**src/verilog/ex_consts.svh**
```systemverilog
// execute stage constants for widths, ALU and branch flag positions and opcodes
`ifndef EX_CONSTS_SVH
`define EX_CONSTS_SVH

`define XLEN  64
`define ALU_W 12
`define BJ_W  8

// positions inside alu_op_t, where add is the most significant field
`define ALU_ADD  11
`define ALU_SUB  10
`define ALU_SLT  9
`define ALU_SLTU 8
`define ALU_XOR  7
`define ALU_OR   6
`define ALU_AND  5
`define ALU_SLL  4
`define ALU_SRL  3
`define ALU_SRA  2
`define ALU_ANDN 1
`define ALU_WRI  0

`define BJ_BEQ  0
`define BJ_BNE  1
`define BJ_BLT  2
`define BJ_BGE  3
`define BJ_BLTU 4
`define BJ_BGEU 5
`define BJ_JALR 6
`define BJ_JAL  7

`define OPC_OP        7'b0110011
`define OPC_OP_IMM    7'b0010011
`define OPC_OP_32     7'b0111011
`define OPC_OP_IMM_32 7'b0011011
`define OPC_LUI       7'b0110111
`define OPC_AUIPC     7'b0010111
`define OPC_JAL       7'b1101111
`define OPC_JALR      7'b1100111
`define OPC_BRANCH    7'b1100011

`endif

```
**src/verilog/ex_pkg.sv**
```systemverilog
// execute stage types for the command, the result, the ALU operation and the instruction word
`include "ex_consts.svh"

package ex_pkg;

  typedef struct packed {
    logic [6:0] funct7;
    logic [4:0] rs2;
    logic [4:0] rs1;
    logic [2:0] funct3;
    logic [4:0] rd;
    logic [6:0] opcode;
  } rv_instr_r_t;

  typedef struct packed {
    logic [11:0] imm12;
    logic [4:0]  rs1;
    logic [2:0]  funct3;
    logic [4:0]  rd;
    logic [6:0]  opcode;
  } rv_instr_i_t;

  // the same word seen as register form or immediate form
  typedef union packed {
    rv_instr_r_t r;
    rv_instr_i_t i;
  } rv_instr_u;

  typedef struct packed {
    logic add;
    logic sub;
    logic slt;
    logic sltu;
    logic xor_;
    logic or_;
    logic and_;
    logic sll;
    logic srl;
    logic sra;
    logic andn;
    logic wri;
  } alu_op_t;

  typedef struct packed {
    rv_instr_u        instr;
    logic [`XLEN-1:0] pc;
    logic [`XLEN-1:0] rs1_val;
    logic [`XLEN-1:0] rs2_val;
  } ex_cmd_t;

  typedef struct packed {
    logic [`XLEN-1:0] rd_val;
    logic [`XLEN-1:0] next_pc;
    logic [4:0]       rd_addr;
    logic             wr_en;
    logic             redirect;
  } ex_res_t;

endpackage

```
**src/verilog/ex_decoder.sv**
```systemverilog
// execute decoder that builds the ALU operation, operands, immediate and branch selection
`timescale 1ns/10ps
`include "ex_consts.svh"

module ex_decoder import ex_pkg::*; (
  input  rv_instr_u        instr,
  input  logic [`XLEN-1:0] pc,
  input  logic [`XLEN-1:0] rs1_val,
  input  logic [`XLEN-1:0] rs2_val,
  output alu_op_t          alu_op,
  output logic [`XLEN-1:0] op1,
  output logic [`XLEN-1:0] op2,
  output logic [`XLEN-1:0] imm,
  output logic             is_word_opt,
  output logic             is_jalr,
  output logic             legal,
  output logic [`BJ_W-1:0] bj_sel
);

  logic [31:0]       word;
  logic [`XLEN-1:0]  imm_i;
  logic [`XLEN-1:0]  imm_u;
  logic [`XLEN-1:0]  imm_b;
  logic [`XLEN-1:0]  imm_j;
  logic [`ALU_W-1:0] op_vec;
  logic              is_imm;
  logic              is_word;
  logic              alt;

  assign word  = instr;
  assign imm_i = {{52{instr.i.imm12[11]}}, instr.i.imm12};
  assign imm_u = {{32{word[31]}}, word[31:12], 12'b0};
  assign imm_b = {{51{word[31]}}, word[31], word[7], word[30:25], word[11:8], 1'b0};
  assign imm_j = {{43{word[31]}}, word[31], word[19:12], word[20], word[30:21], 1'b0};

  assign is_imm  = (instr.r.opcode == `OPC_OP_IMM) || (instr.r.opcode == `OPC_OP_IMM_32);
  assign is_word = (instr.r.opcode == `OPC_OP_32) || (instr.r.opcode == `OPC_OP_IMM_32);
  // funct7 bit 5 selects sub, sra and andn, and it is imm12 bit 10 in the I view
  assign alt     = instr.r.funct7[5];

  // legal marks a recognised instruction that writes rd, so branches leave it low
  always_comb begin
    op_vec      = '0;
    op1         = rs1_val;
    op2         = is_imm ? imm_i : rs2_val;
    imm         = imm_i;
    is_word_opt = 1'b0;
    is_jalr     = 1'b0;
    legal       = 1'b0;
    bj_sel      = '0;
    case (instr.r.opcode)
      `OPC_OP, `OPC_OP_32, `OPC_OP_IMM, `OPC_OP_IMM_32: begin
        legal       = 1'b1;
        is_word_opt = is_word;
        case (instr.r.funct3)
          3'b000: op_vec[(alt && !is_imm) ? `ALU_SUB : `ALU_ADD] = 1'b1;
          3'b001: op_vec[`ALU_SLL] = 1'b1;
          3'b010: op_vec[`ALU_SLT] = 1'b1;
          3'b011: op_vec[`ALU_SLTU] = 1'b1;
          3'b100: op_vec[`ALU_XOR] = 1'b1;
          3'b101: begin
            op_vec[alt ? `ALU_SRA : `ALU_SRL] = 1'b1;
            // word right shifts must not pull in the upper half of rs1
            if (is_word) begin
              op1 = {32'b0, rs1_val[31:0]};
            end
          end
          3'b110: op_vec[`ALU_OR] = 1'b1;
          default: begin
            if (alt && !is_imm) begin
              // the ALU computes ~op1 & op2, andn wants rs1 & ~rs2
              op_vec[`ALU_ANDN] = 1'b1;
              op1               = rs2_val;
              op2               = rs1_val;
            end else begin
              op_vec[`ALU_AND] = 1'b1;
            end
          end
        endcase
      end
      `OPC_LUI: begin
        legal            = 1'b1;
        op_vec[`ALU_WRI] = 1'b1;
        op2              = imm_u;
        imm              = imm_u;
      end
      `OPC_AUIPC: begin
        legal            = 1'b1;
        op_vec[`ALU_ADD] = 1'b1;
        op1              = pc;
        op2              = imm_u;
        imm              = imm_u;
      end
      `OPC_JAL, `OPC_JALR: begin
        legal            = 1'b1;
        op_vec[`ALU_ADD] = 1'b1;
        op1              = pc;
        op2              = `XLEN'(4);
        is_jalr          = (instr.r.opcode == `OPC_JALR);
        imm              = is_jalr ? imm_i : imm_j;
        bj_sel[is_jalr ? `BJ_JALR : `BJ_JAL] = 1'b1;
      end
      `OPC_BRANCH: begin
        imm = imm_b;
        case (instr.r.funct3)
          3'b000: bj_sel[`BJ_BEQ] = 1'b1;
          3'b001: bj_sel[`BJ_BNE] = 1'b1;
          3'b100: bj_sel[`BJ_BLT] = 1'b1;
          3'b101: bj_sel[`BJ_BGE] = 1'b1;
          3'b110: bj_sel[`BJ_BLTU] = 1'b1;
          3'b111: bj_sel[`BJ_BGEU] = 1'b1;
          default: bj_sel = '0;
        endcase
        // signed and unsigned compares need the matching adder extension
        op_vec[`ALU_SUB]  = (instr.r.funct3[2:1] == 2'b00);
        op_vec[`ALU_SLT]  = (instr.r.funct3[2:1] == 2'b10);
        op_vec[`ALU_SLTU] = (instr.r.funct3[2:1] == 2'b11);
      end
      default: legal = 1'b0;
    endcase
  end

  assign alu_op = alu_op_t'(op_vec);

endmodule

```
**src/verilog/ex_stage_alu.sv**
```systemverilog
// 64-bit integer ALU with one shared left shifter, one adder and the branch compare flags
`timescale 1ns/10ps
`include "ex_consts.svh"

module ex_stage_alu import ex_pkg::*; (
  input  logic [`XLEN-1:0] op1,
  input  logic [`XLEN-1:0] op2,
  input  alu_op_t          alu_info,
  input  logic             is_word_opt,
  output logic [`XLEN-1:0] alu_output,
  output logic [`BJ_W-1:0] bj_data
);

  function automatic logic [`XLEN-1:0] bit_rev(input logic [`XLEN-1:0] v);
    logic [`XLEN-1:0] r;
    for (int i = 0; i < `XLEN; i++) begin
      r[i] = v[`XLEN-1-i];
    end
    return r;
  endfunction

  logic             op_right;
  logic             op_shift;
  logic [5:0]       shamt;
  logic [`XLEN-1:0] shift_in;
  logic [`XLEN-1:0] shift_res;
  logic [`XLEN-1:0] srl_res;
  logic [`XLEN-1:0] eff_mask;
  logic [`XLEN-1:0] sign_fill;
  logic [`XLEN-1:0] sra_res;
  logic             op_sub_like;
  logic             op_addsub;
  logic [`XLEN:0]   adder_a;
  logic [`XLEN:0]   adder_b;
  logic [`XLEN:0]   add_res;
  logic             less;
  logic [`XLEN-1:0] xor_res;
  logic [`XLEN-1:0] temp_output;
  logic             eq_res;

  // right shifts run through the left shifter on the bit-reversed operand
  assign op_right  = alu_info.srl | alu_info.sra;
  assign op_shift  = alu_info.sll | op_right;
  assign shamt     = {6{op_shift}} & (is_word_opt ? {1'b0, op2[4:0]} : op2[5:0]);
  assign shift_in  = {`XLEN{op_shift}} & (op_right ? bit_rev(op1) : op1);
  assign shift_res = shift_in << shamt;
  assign srl_res   = bit_rev(shift_res);

  // bits outside the mask are the ones an arithmetic shift fills with the sign
  assign eff_mask  = (is_word_opt ? {32'b0, {32{1'b1}}} : {`XLEN{1'b1}}) >> shamt;
  assign sign_fill = is_word_opt ? {32'b0, {32{op1[31]}}} : {`XLEN{op1[63]}};
  assign sra_res   = (srl_res & eff_mask) | (sign_fill & ~eff_mask);

  // 65-bit adder, sign extended except for sltu so bit 64 gives the compare
  assign op_sub_like = alu_info.sub | alu_info.slt | alu_info.sltu;
  assign op_addsub   = alu_info.add | op_sub_like;
  assign adder_a     = {(`XLEN+1){op_addsub}} & {~alu_info.sltu & op1[63], op1};
  assign adder_b     = {(`XLEN+1){op_addsub}} &
                       (op_sub_like ? ~{~alu_info.sltu & op2[63], op2}
                                    : {~alu_info.sltu & op2[63], op2});
  assign add_res     = adder_a + adder_b + {{`XLEN{1'b0}}, op_sub_like};
  assign less        = (alu_info.slt | alu_info.sltu) & add_res[`XLEN];

  assign xor_res = op1 ^ op2;

  assign temp_output = ({`XLEN{alu_info.sll}} & shift_res)
                     | ({`XLEN{alu_info.srl}} & srl_res)
                     | ({`XLEN{alu_info.sra}} & sra_res)
                     | ({`XLEN{alu_info.slt | alu_info.sltu}} & {{(`XLEN-1){1'b0}}, less})
                     | ({`XLEN{alu_info.add | alu_info.sub}} & add_res[`XLEN-1:0])
                     | ({`XLEN{alu_info.xor_}} & xor_res)
                     | ({`XLEN{alu_info.or_}} & (op1 | op2))
                     | ({`XLEN{alu_info.and_}} & (op1 & op2))
                     | ({`XLEN{alu_info.andn}} & (~op1 & op2))
                     | ({`XLEN{alu_info.wri}} & op2);

  assign alu_output = {is_word_opt ? {32{temp_output[31]}} : temp_output[63:32],
                       temp_output[31:0]};

  // lt and ltu are only meaningful when the decoder picked the matching compare
  assign eq_res            = ~(|xor_res);
  assign bj_data[`BJ_BEQ]  = eq_res;
  assign bj_data[`BJ_BNE]  = ~eq_res;
  assign bj_data[`BJ_BLT]  = less;
  assign bj_data[`BJ_BGE]  = ~less;
  assign bj_data[`BJ_BLTU] = less;
  assign bj_data[`BJ_BGEU] = ~less;
  assign bj_data[`BJ_JALR] = 1'b1;
  assign bj_data[`BJ_JAL]  = 1'b1;

endmodule

```
**src/verilog/ex_branch_resolve.sv**
```systemverilog
// branch resolver that turns compare flags and the branch selection into redirect and next pc
`timescale 1ns/10ps
`include "ex_consts.svh"

module ex_branch_resolve (
  input  logic [`BJ_W-1:0] bj_data,
  input  logic [`BJ_W-1:0] bj_sel,
  input  logic [`XLEN-1:0] pc,
  input  logic [`XLEN-1:0] rs1_val,
  input  logic [`XLEN-1:0] imm,
  input  logic             is_jalr,
  output logic             redirect,
  output logic [`XLEN-1:0] next_pc
);

  logic [`XLEN-1:0] base;
  logic [`XLEN-1:0] sum;
  logic [`XLEN-1:0] target;

  // bj_sel is one-hot or zero, so no selection means fall through
  assign redirect = |(bj_data & bj_sel);

  assign base   = is_jalr ? rs1_val : pc;
  assign sum    = base + imm;
  // jalr drops bit 0 of the computed address
  assign target = is_jalr ? {sum[`XLEN-1:1], 1'b0} : sum;

  assign next_pc = redirect ? target : pc + `XLEN'(4);

endmodule

```
**src/verilog/ex_stage.sv**
```systemverilog
// integer execute stage top with a four-phase req/ack controller around decoder, ALU and branch unit
`timescale 1ns/10ps
`include "ex_consts.svh"

module ex_stage import ex_pkg::*; (
  input  logic    clk,
  input  logic    arst_n,
  input  logic    req,
  input  ex_cmd_t cmd,
  output logic    ack,
  output ex_res_t res
);

  typedef enum logic [1:0] {
    ST_IDLE,
    ST_BUSY,
    ST_DONE
  } state_t;

  state_t           state;
  ex_cmd_t          cmd_q;
  ex_res_t          res_d;
  alu_op_t          alu_op;
  logic [`XLEN-1:0] op1;
  logic [`XLEN-1:0] op2;
  logic [`XLEN-1:0] imm;
  logic [`XLEN-1:0] alu_output;
  logic [`XLEN-1:0] next_pc;
  logic [`BJ_W-1:0] bj_sel;
  logic [`BJ_W-1:0] bj_data;
  logic             is_word_opt;
  logic             is_jalr;
  logic             legal;
  logic             redirect;

  // idle accepts, busy registers the result, done waits for req to drop
  always_ff @(posedge clk or negedge arst_n) begin
    if (!arst_n) begin
      state <= ST_IDLE;
      ack   <= 1'b0;
      res   <= '0;
    end else begin
      case (state)
        ST_IDLE: begin
          if (req) begin
            state <= ST_BUSY;
          end
        end
        ST_BUSY: begin
          res   <= res_d;
          ack   <= 1'b1;
          state <= ST_DONE;
        end
        ST_DONE: begin
          if (!req) begin
            ack   <= 1'b0;
            state <= ST_IDLE;
          end
        end
        default: state <= ST_IDLE;
      endcase
    end
  end

  always_ff @(posedge clk) begin
    if (state == ST_IDLE && req) begin
      cmd_q <= cmd;
    end
  end

  ex_decoder i_ex_decoder (
    .instr       (cmd_q.instr),
    .pc          (cmd_q.pc),
    .rs1_val     (cmd_q.rs1_val),
    .rs2_val     (cmd_q.rs2_val),
    .alu_op      (alu_op),
    .op1         (op1),
    .op2         (op2),
    .imm         (imm),
    .is_word_opt (is_word_opt),
    .is_jalr     (is_jalr),
    .legal       (legal),
    .bj_sel      (bj_sel)
  );

  ex_stage_alu i_ex_stage_alu (
    .op1         (op1),
    .op2         (op2),
    .alu_info    (alu_op),
    .is_word_opt (is_word_opt),
    .alu_output  (alu_output),
    .bj_data     (bj_data)
  );

  ex_branch_resolve i_ex_branch_resolve (
    .bj_data  (bj_data),
    .bj_sel   (bj_sel),
    .pc       (cmd_q.pc),
    .rs1_val  (cmd_q.rs1_val),
    .imm      (imm),
    .is_jalr  (is_jalr),
    .redirect (redirect),
    .next_pc  (next_pc)
  );

  always_comb begin
    res_d.rd_val   = alu_output;
    res_d.next_pc  = next_pc;
    res_d.rd_addr  = cmd_q.instr.r.rd;
    // x0 is never written
    res_d.wr_en    = legal && (cmd_q.instr.r.rd != 5'd0);
    res_d.redirect = redirect;
  end

endmodule

```
**config.mk**
```make
export PLATFORM = sky130hd
export DESIGN_NAME = ex_stage
export DESIGN_NICKNAME = d
export VERILOG_FILES = /design/src/verilog/ex_pkg.sv /design/src/verilog/ex_decoder.sv /design/src/verilog/ex_stage_alu.sv /design/src/verilog/ex_branch_resolve.sv /design/src/verilog/ex_stage.sv
export VERILOG_INCLUDE_DIRS = /design/src /design/src/verilog
export SDC_FILE = /design/constraint.sdc
export NUM_CORES = 2
export LEC_CHECK = 0
export ABC_AREA = 1
export BUFFER_PORTS_ARGS = -buffer_cell sky130_fd_sc_hd__buf_4
export CAP_MARGIN = 30
export CORE_MARGIN = 1
export CORE_UTILIZATION = 50
export CTS_BUF_LIST = sky130_fd_sc_hd__clkbuf_2 sky130_fd_sc_hd__clkbuf_4 sky130_fd_sc_hd__clkbuf_8
export DETAILED_ROUTE_END_ITERATION = 10
export PLACE_DENSITY = 0.8
export SLEW_MARGIN = 20
export SYNTH_ARGS = -nofsm -noshare
export SYNTH_HDL_FRONTEND = slang
export SYNTH_SLANG_ARGS = --single-unit
```
**constraint.sdc**
```tcl
create_clock -name clk -period 21.1 [get_ports clk]
set_input_delay 2.11 -clock clk [delete_from_list [all_inputs] [get_ports clk]]
set_output_delay 2.11 -clock clk [all_outputs]
set_load 0.01 [all_outputs]
```
==> flow_summary.ini <==
[worst_setup_path]
path_common_cell = nand2_1
crit_path_end_kind = register
worst-path-stages = 35
worstSetupEndpoint = res[45]
r2r_setup_slack_ns = 11.46
r2r-end = res[45]
crit_path_max_incr_delay_ns = 0.88
r2r-start = cmd_q[198]
crit_family = simple AND/OR/NAND/NOR gates
crit_slowest_cell = a22oi_1
arrival_ns = 10.22
startpoint_type = register
worst-path-buf-inv = 8
crit_start = cmd_q[198]
critPathRequiredTime_ns = 21.69
worstPathMaxFanout = 64
criticalPathCategory = reg -> reg
r2r_cells = 35

[place]
gp_congestion = 1.19
portBuffers = 362
dp_hpwl_mm = 168
placed_area_um2 = 45100
dp_cells = 7802

[power]
vdd.ir_drop.worst_uv = 93.9
p_per_area_nw_per_um2 = 87.5
leakage_nw = 22.8

[sta]
fin_worst_skew_ns = 0.0841
relSlewSlack_pct = 12.9
fin_crit_sh_pct = 45.7
finalSetupTns_ns = 0
final-hold-violation-count = 0
whs_ns = 0.485
clock.fmax_ghz = 0.104
rsz0062_at_grt = false
worstMarginPinSlew_ns = 1.31
fin_crit_ns = 9.64
setup_viol = 0
finalMaxSlewViolations = 0

[synth]
synth_edf_count = 224
synth_common_cells = nand2_1 (1933), nand3_1 (687), inv_1 (631)
synth_nets = 7167
synthArstFlopShare_pct = 38.1
ys_seq_area_share_pct = 24.4
synth.avg_cell_area_um2 = 6.30
syn_area_um2 = 41700
synth.distinct_cells = 71
ys.flop_type = edfxtp_1
synth_top_area_cell = nand2_1
yosysWarnings = 0
synth_area_leaders = nand2_1 (17%), edfxtp_1 (16%), ha_1 (9.6%)
yosysTopAreaCellShare_pct = 17.4
ys_ff_latch = 362
yosysMostFrequentCell = nand2_1
syn-instance-count = 6618

[detailed_routing]
detail_route.first_pass.iterations = 10
vias_per_cell = 6.44
met2_length_mm = 83.4
drt-initial-drc-count = 8829
wl_met1_mm = 79.1
wl_per_cell_um = 26.8
dr_wl_met3_mm = 33.7
ant_nets = 0
vias = 51100
drc = 0
totalWireLength_mm = 213
dr.max_layer_used = met5

[floorplanning]
dieArea_um2 = 84600
fp-row-count = 105
coreArea_um2 = 82200
die_width_um = 291
ios = 363
fp.dieH_um = 291
initial_core_util_pct = 50.7

[grt]
grt_pass1_vias = 46000
grt_util_all_layers_pct = 48.8
grt_pass1_wl_mm = 306
grt_max_degree = 115
overflow = 0
antenna_found_initial = 17

[run]
drv_cap = 0

[clocking]
clk_latency_ns = 0.78
cts_sinks = 362
clock_path_buffers = 3
clk_pin_slew_worst_paths_ns = 0.06
cts_max_level = 3
cts_tree = done
post_cts_buffers = 0
cts_hold_buf = 0
post_cts_resized = 0
ctsRootBufferMaster = clkbuf_8
cts_inserted_buffers = 66

[finish]
drive_above_1_share_pct = 10.1
nets = 7359
final_cell_area_um2 = 46600
syn_to_final_growth_pct = 11.9
layoutNonFillerInstCount = 7935

[hold_path]
hold_path_class = reg -> reg

[status]
outcome = finished, final reports clean
[registers in the layout, indices dropped and copies added (netlist names)]
signal and flops:
cmd_q 224, ack 1, state 2, res 135
[worst reg2reg max path: cells and delay by family (launching register included)]
family / cells / cell delay (ns)
simple gates: 21 / 3.06
buf+inv: 8 / 2.91
compound gates: 4 / 2.35
fa+ha+maj: 2 / 0.70
flops: 1 / 0.45
[per-stage QoR]
step / power [mW] / setup WS [ns] / util, %
detailed placement: 3.22 / 12.03 / 54.8
CTS: 3.98 / 11.93 / 56.5
global placement: 3.19 / 12.31 / 54.8
global route: 4.26 / 11.07 / 56.7
floorplan: 2.39 / 2.80 / -
finish: 4.08 / 11.46 / 56.7
[power by group]
group	total [mW]	leakage [nW]	switching (mW)	internal (mW)
Sequential	1.21	3.81	0.208	1.00
Combinational	2.11	18.3	1.42	0.690
Clock	0.758	0.722	0.348	0.410
[worst min-delay path by stage]
| stage | startpoint | end | slack (ns) | cells after the start |
|---|---|---|---|---|
| 6_report | res[2] | res[2] | 0.48 | 2 |
| 3_5_place_dp | res[61] | res[61] | 0.47 | 2 |
| 5_1_grt | res[42] | res[42] | 0.51 | 2 |
| 2_1_floorplan | state[0] | state[0] | 0.43 | 1 |
| 3_3_place_gp | res[2] | res[2] | 0.46 | 2 |
| 4_1_cts | res[61] | res[61] | 0.49 | 2 |
[cells in the final DEF, fill, tap and decap left out, types with 33 or more instances in the layout]
cell type and instances:
o21ai_1 56, xnor2_1 34, a221oi_1 42, a31oi_1 57, nand4_1 138, nor4_1 41, o21ai_0 405, clkbuf_8 68
buf_4 438, edfxtp_1 224, xor2_1 97, nor3_1 78, nand3_1 687, o22ai_1 54, o21a_1 47, or2_2 33
ha_1 319, nand2_1 1931, o211ai_1 52, a211oi_1 38, nor2_1 576, a21oi_1 399, dfrtp_1 138, inv_1 630
[cells by family after synthesis]
kind of cell	after synthesis	synth area share, %
simple gates	3551	36.2
mux	1	0.0270
compound gates	1259	17.5
xor+xnor	131	2.75
fa+ha+maj	322	9.72
flops	362	24.4
buf+inv	992	9.34
[area by class of cell]
type / count / area [µm²]
Multi-Input combinational cell: 5264 / 27700
Timing Repair Buffer: 451 / 3480
Fill cell: 8207 / 35600
Inverter: 665 / 2500
Clock inverter: 31 / 329
Antenna cell: 5 / 12.5
Sequential cell: 362 / 10200
Tap cell: 1070 / 1340
Clock buffer: 87 / 1080
[per-layer routing]
| metal | vias to the layer above | track usage (%) |
|---|---|---|
| met2 | 3981 | 68.0 |
| met4 | 18 | 29.7 |
| met5 | - | 0 |
| li1 | 22700 | - |
| met1 | 23600 | 61.6 |
| met3 | 866 | 21.1 |
(Power assumes the default switching activity.)
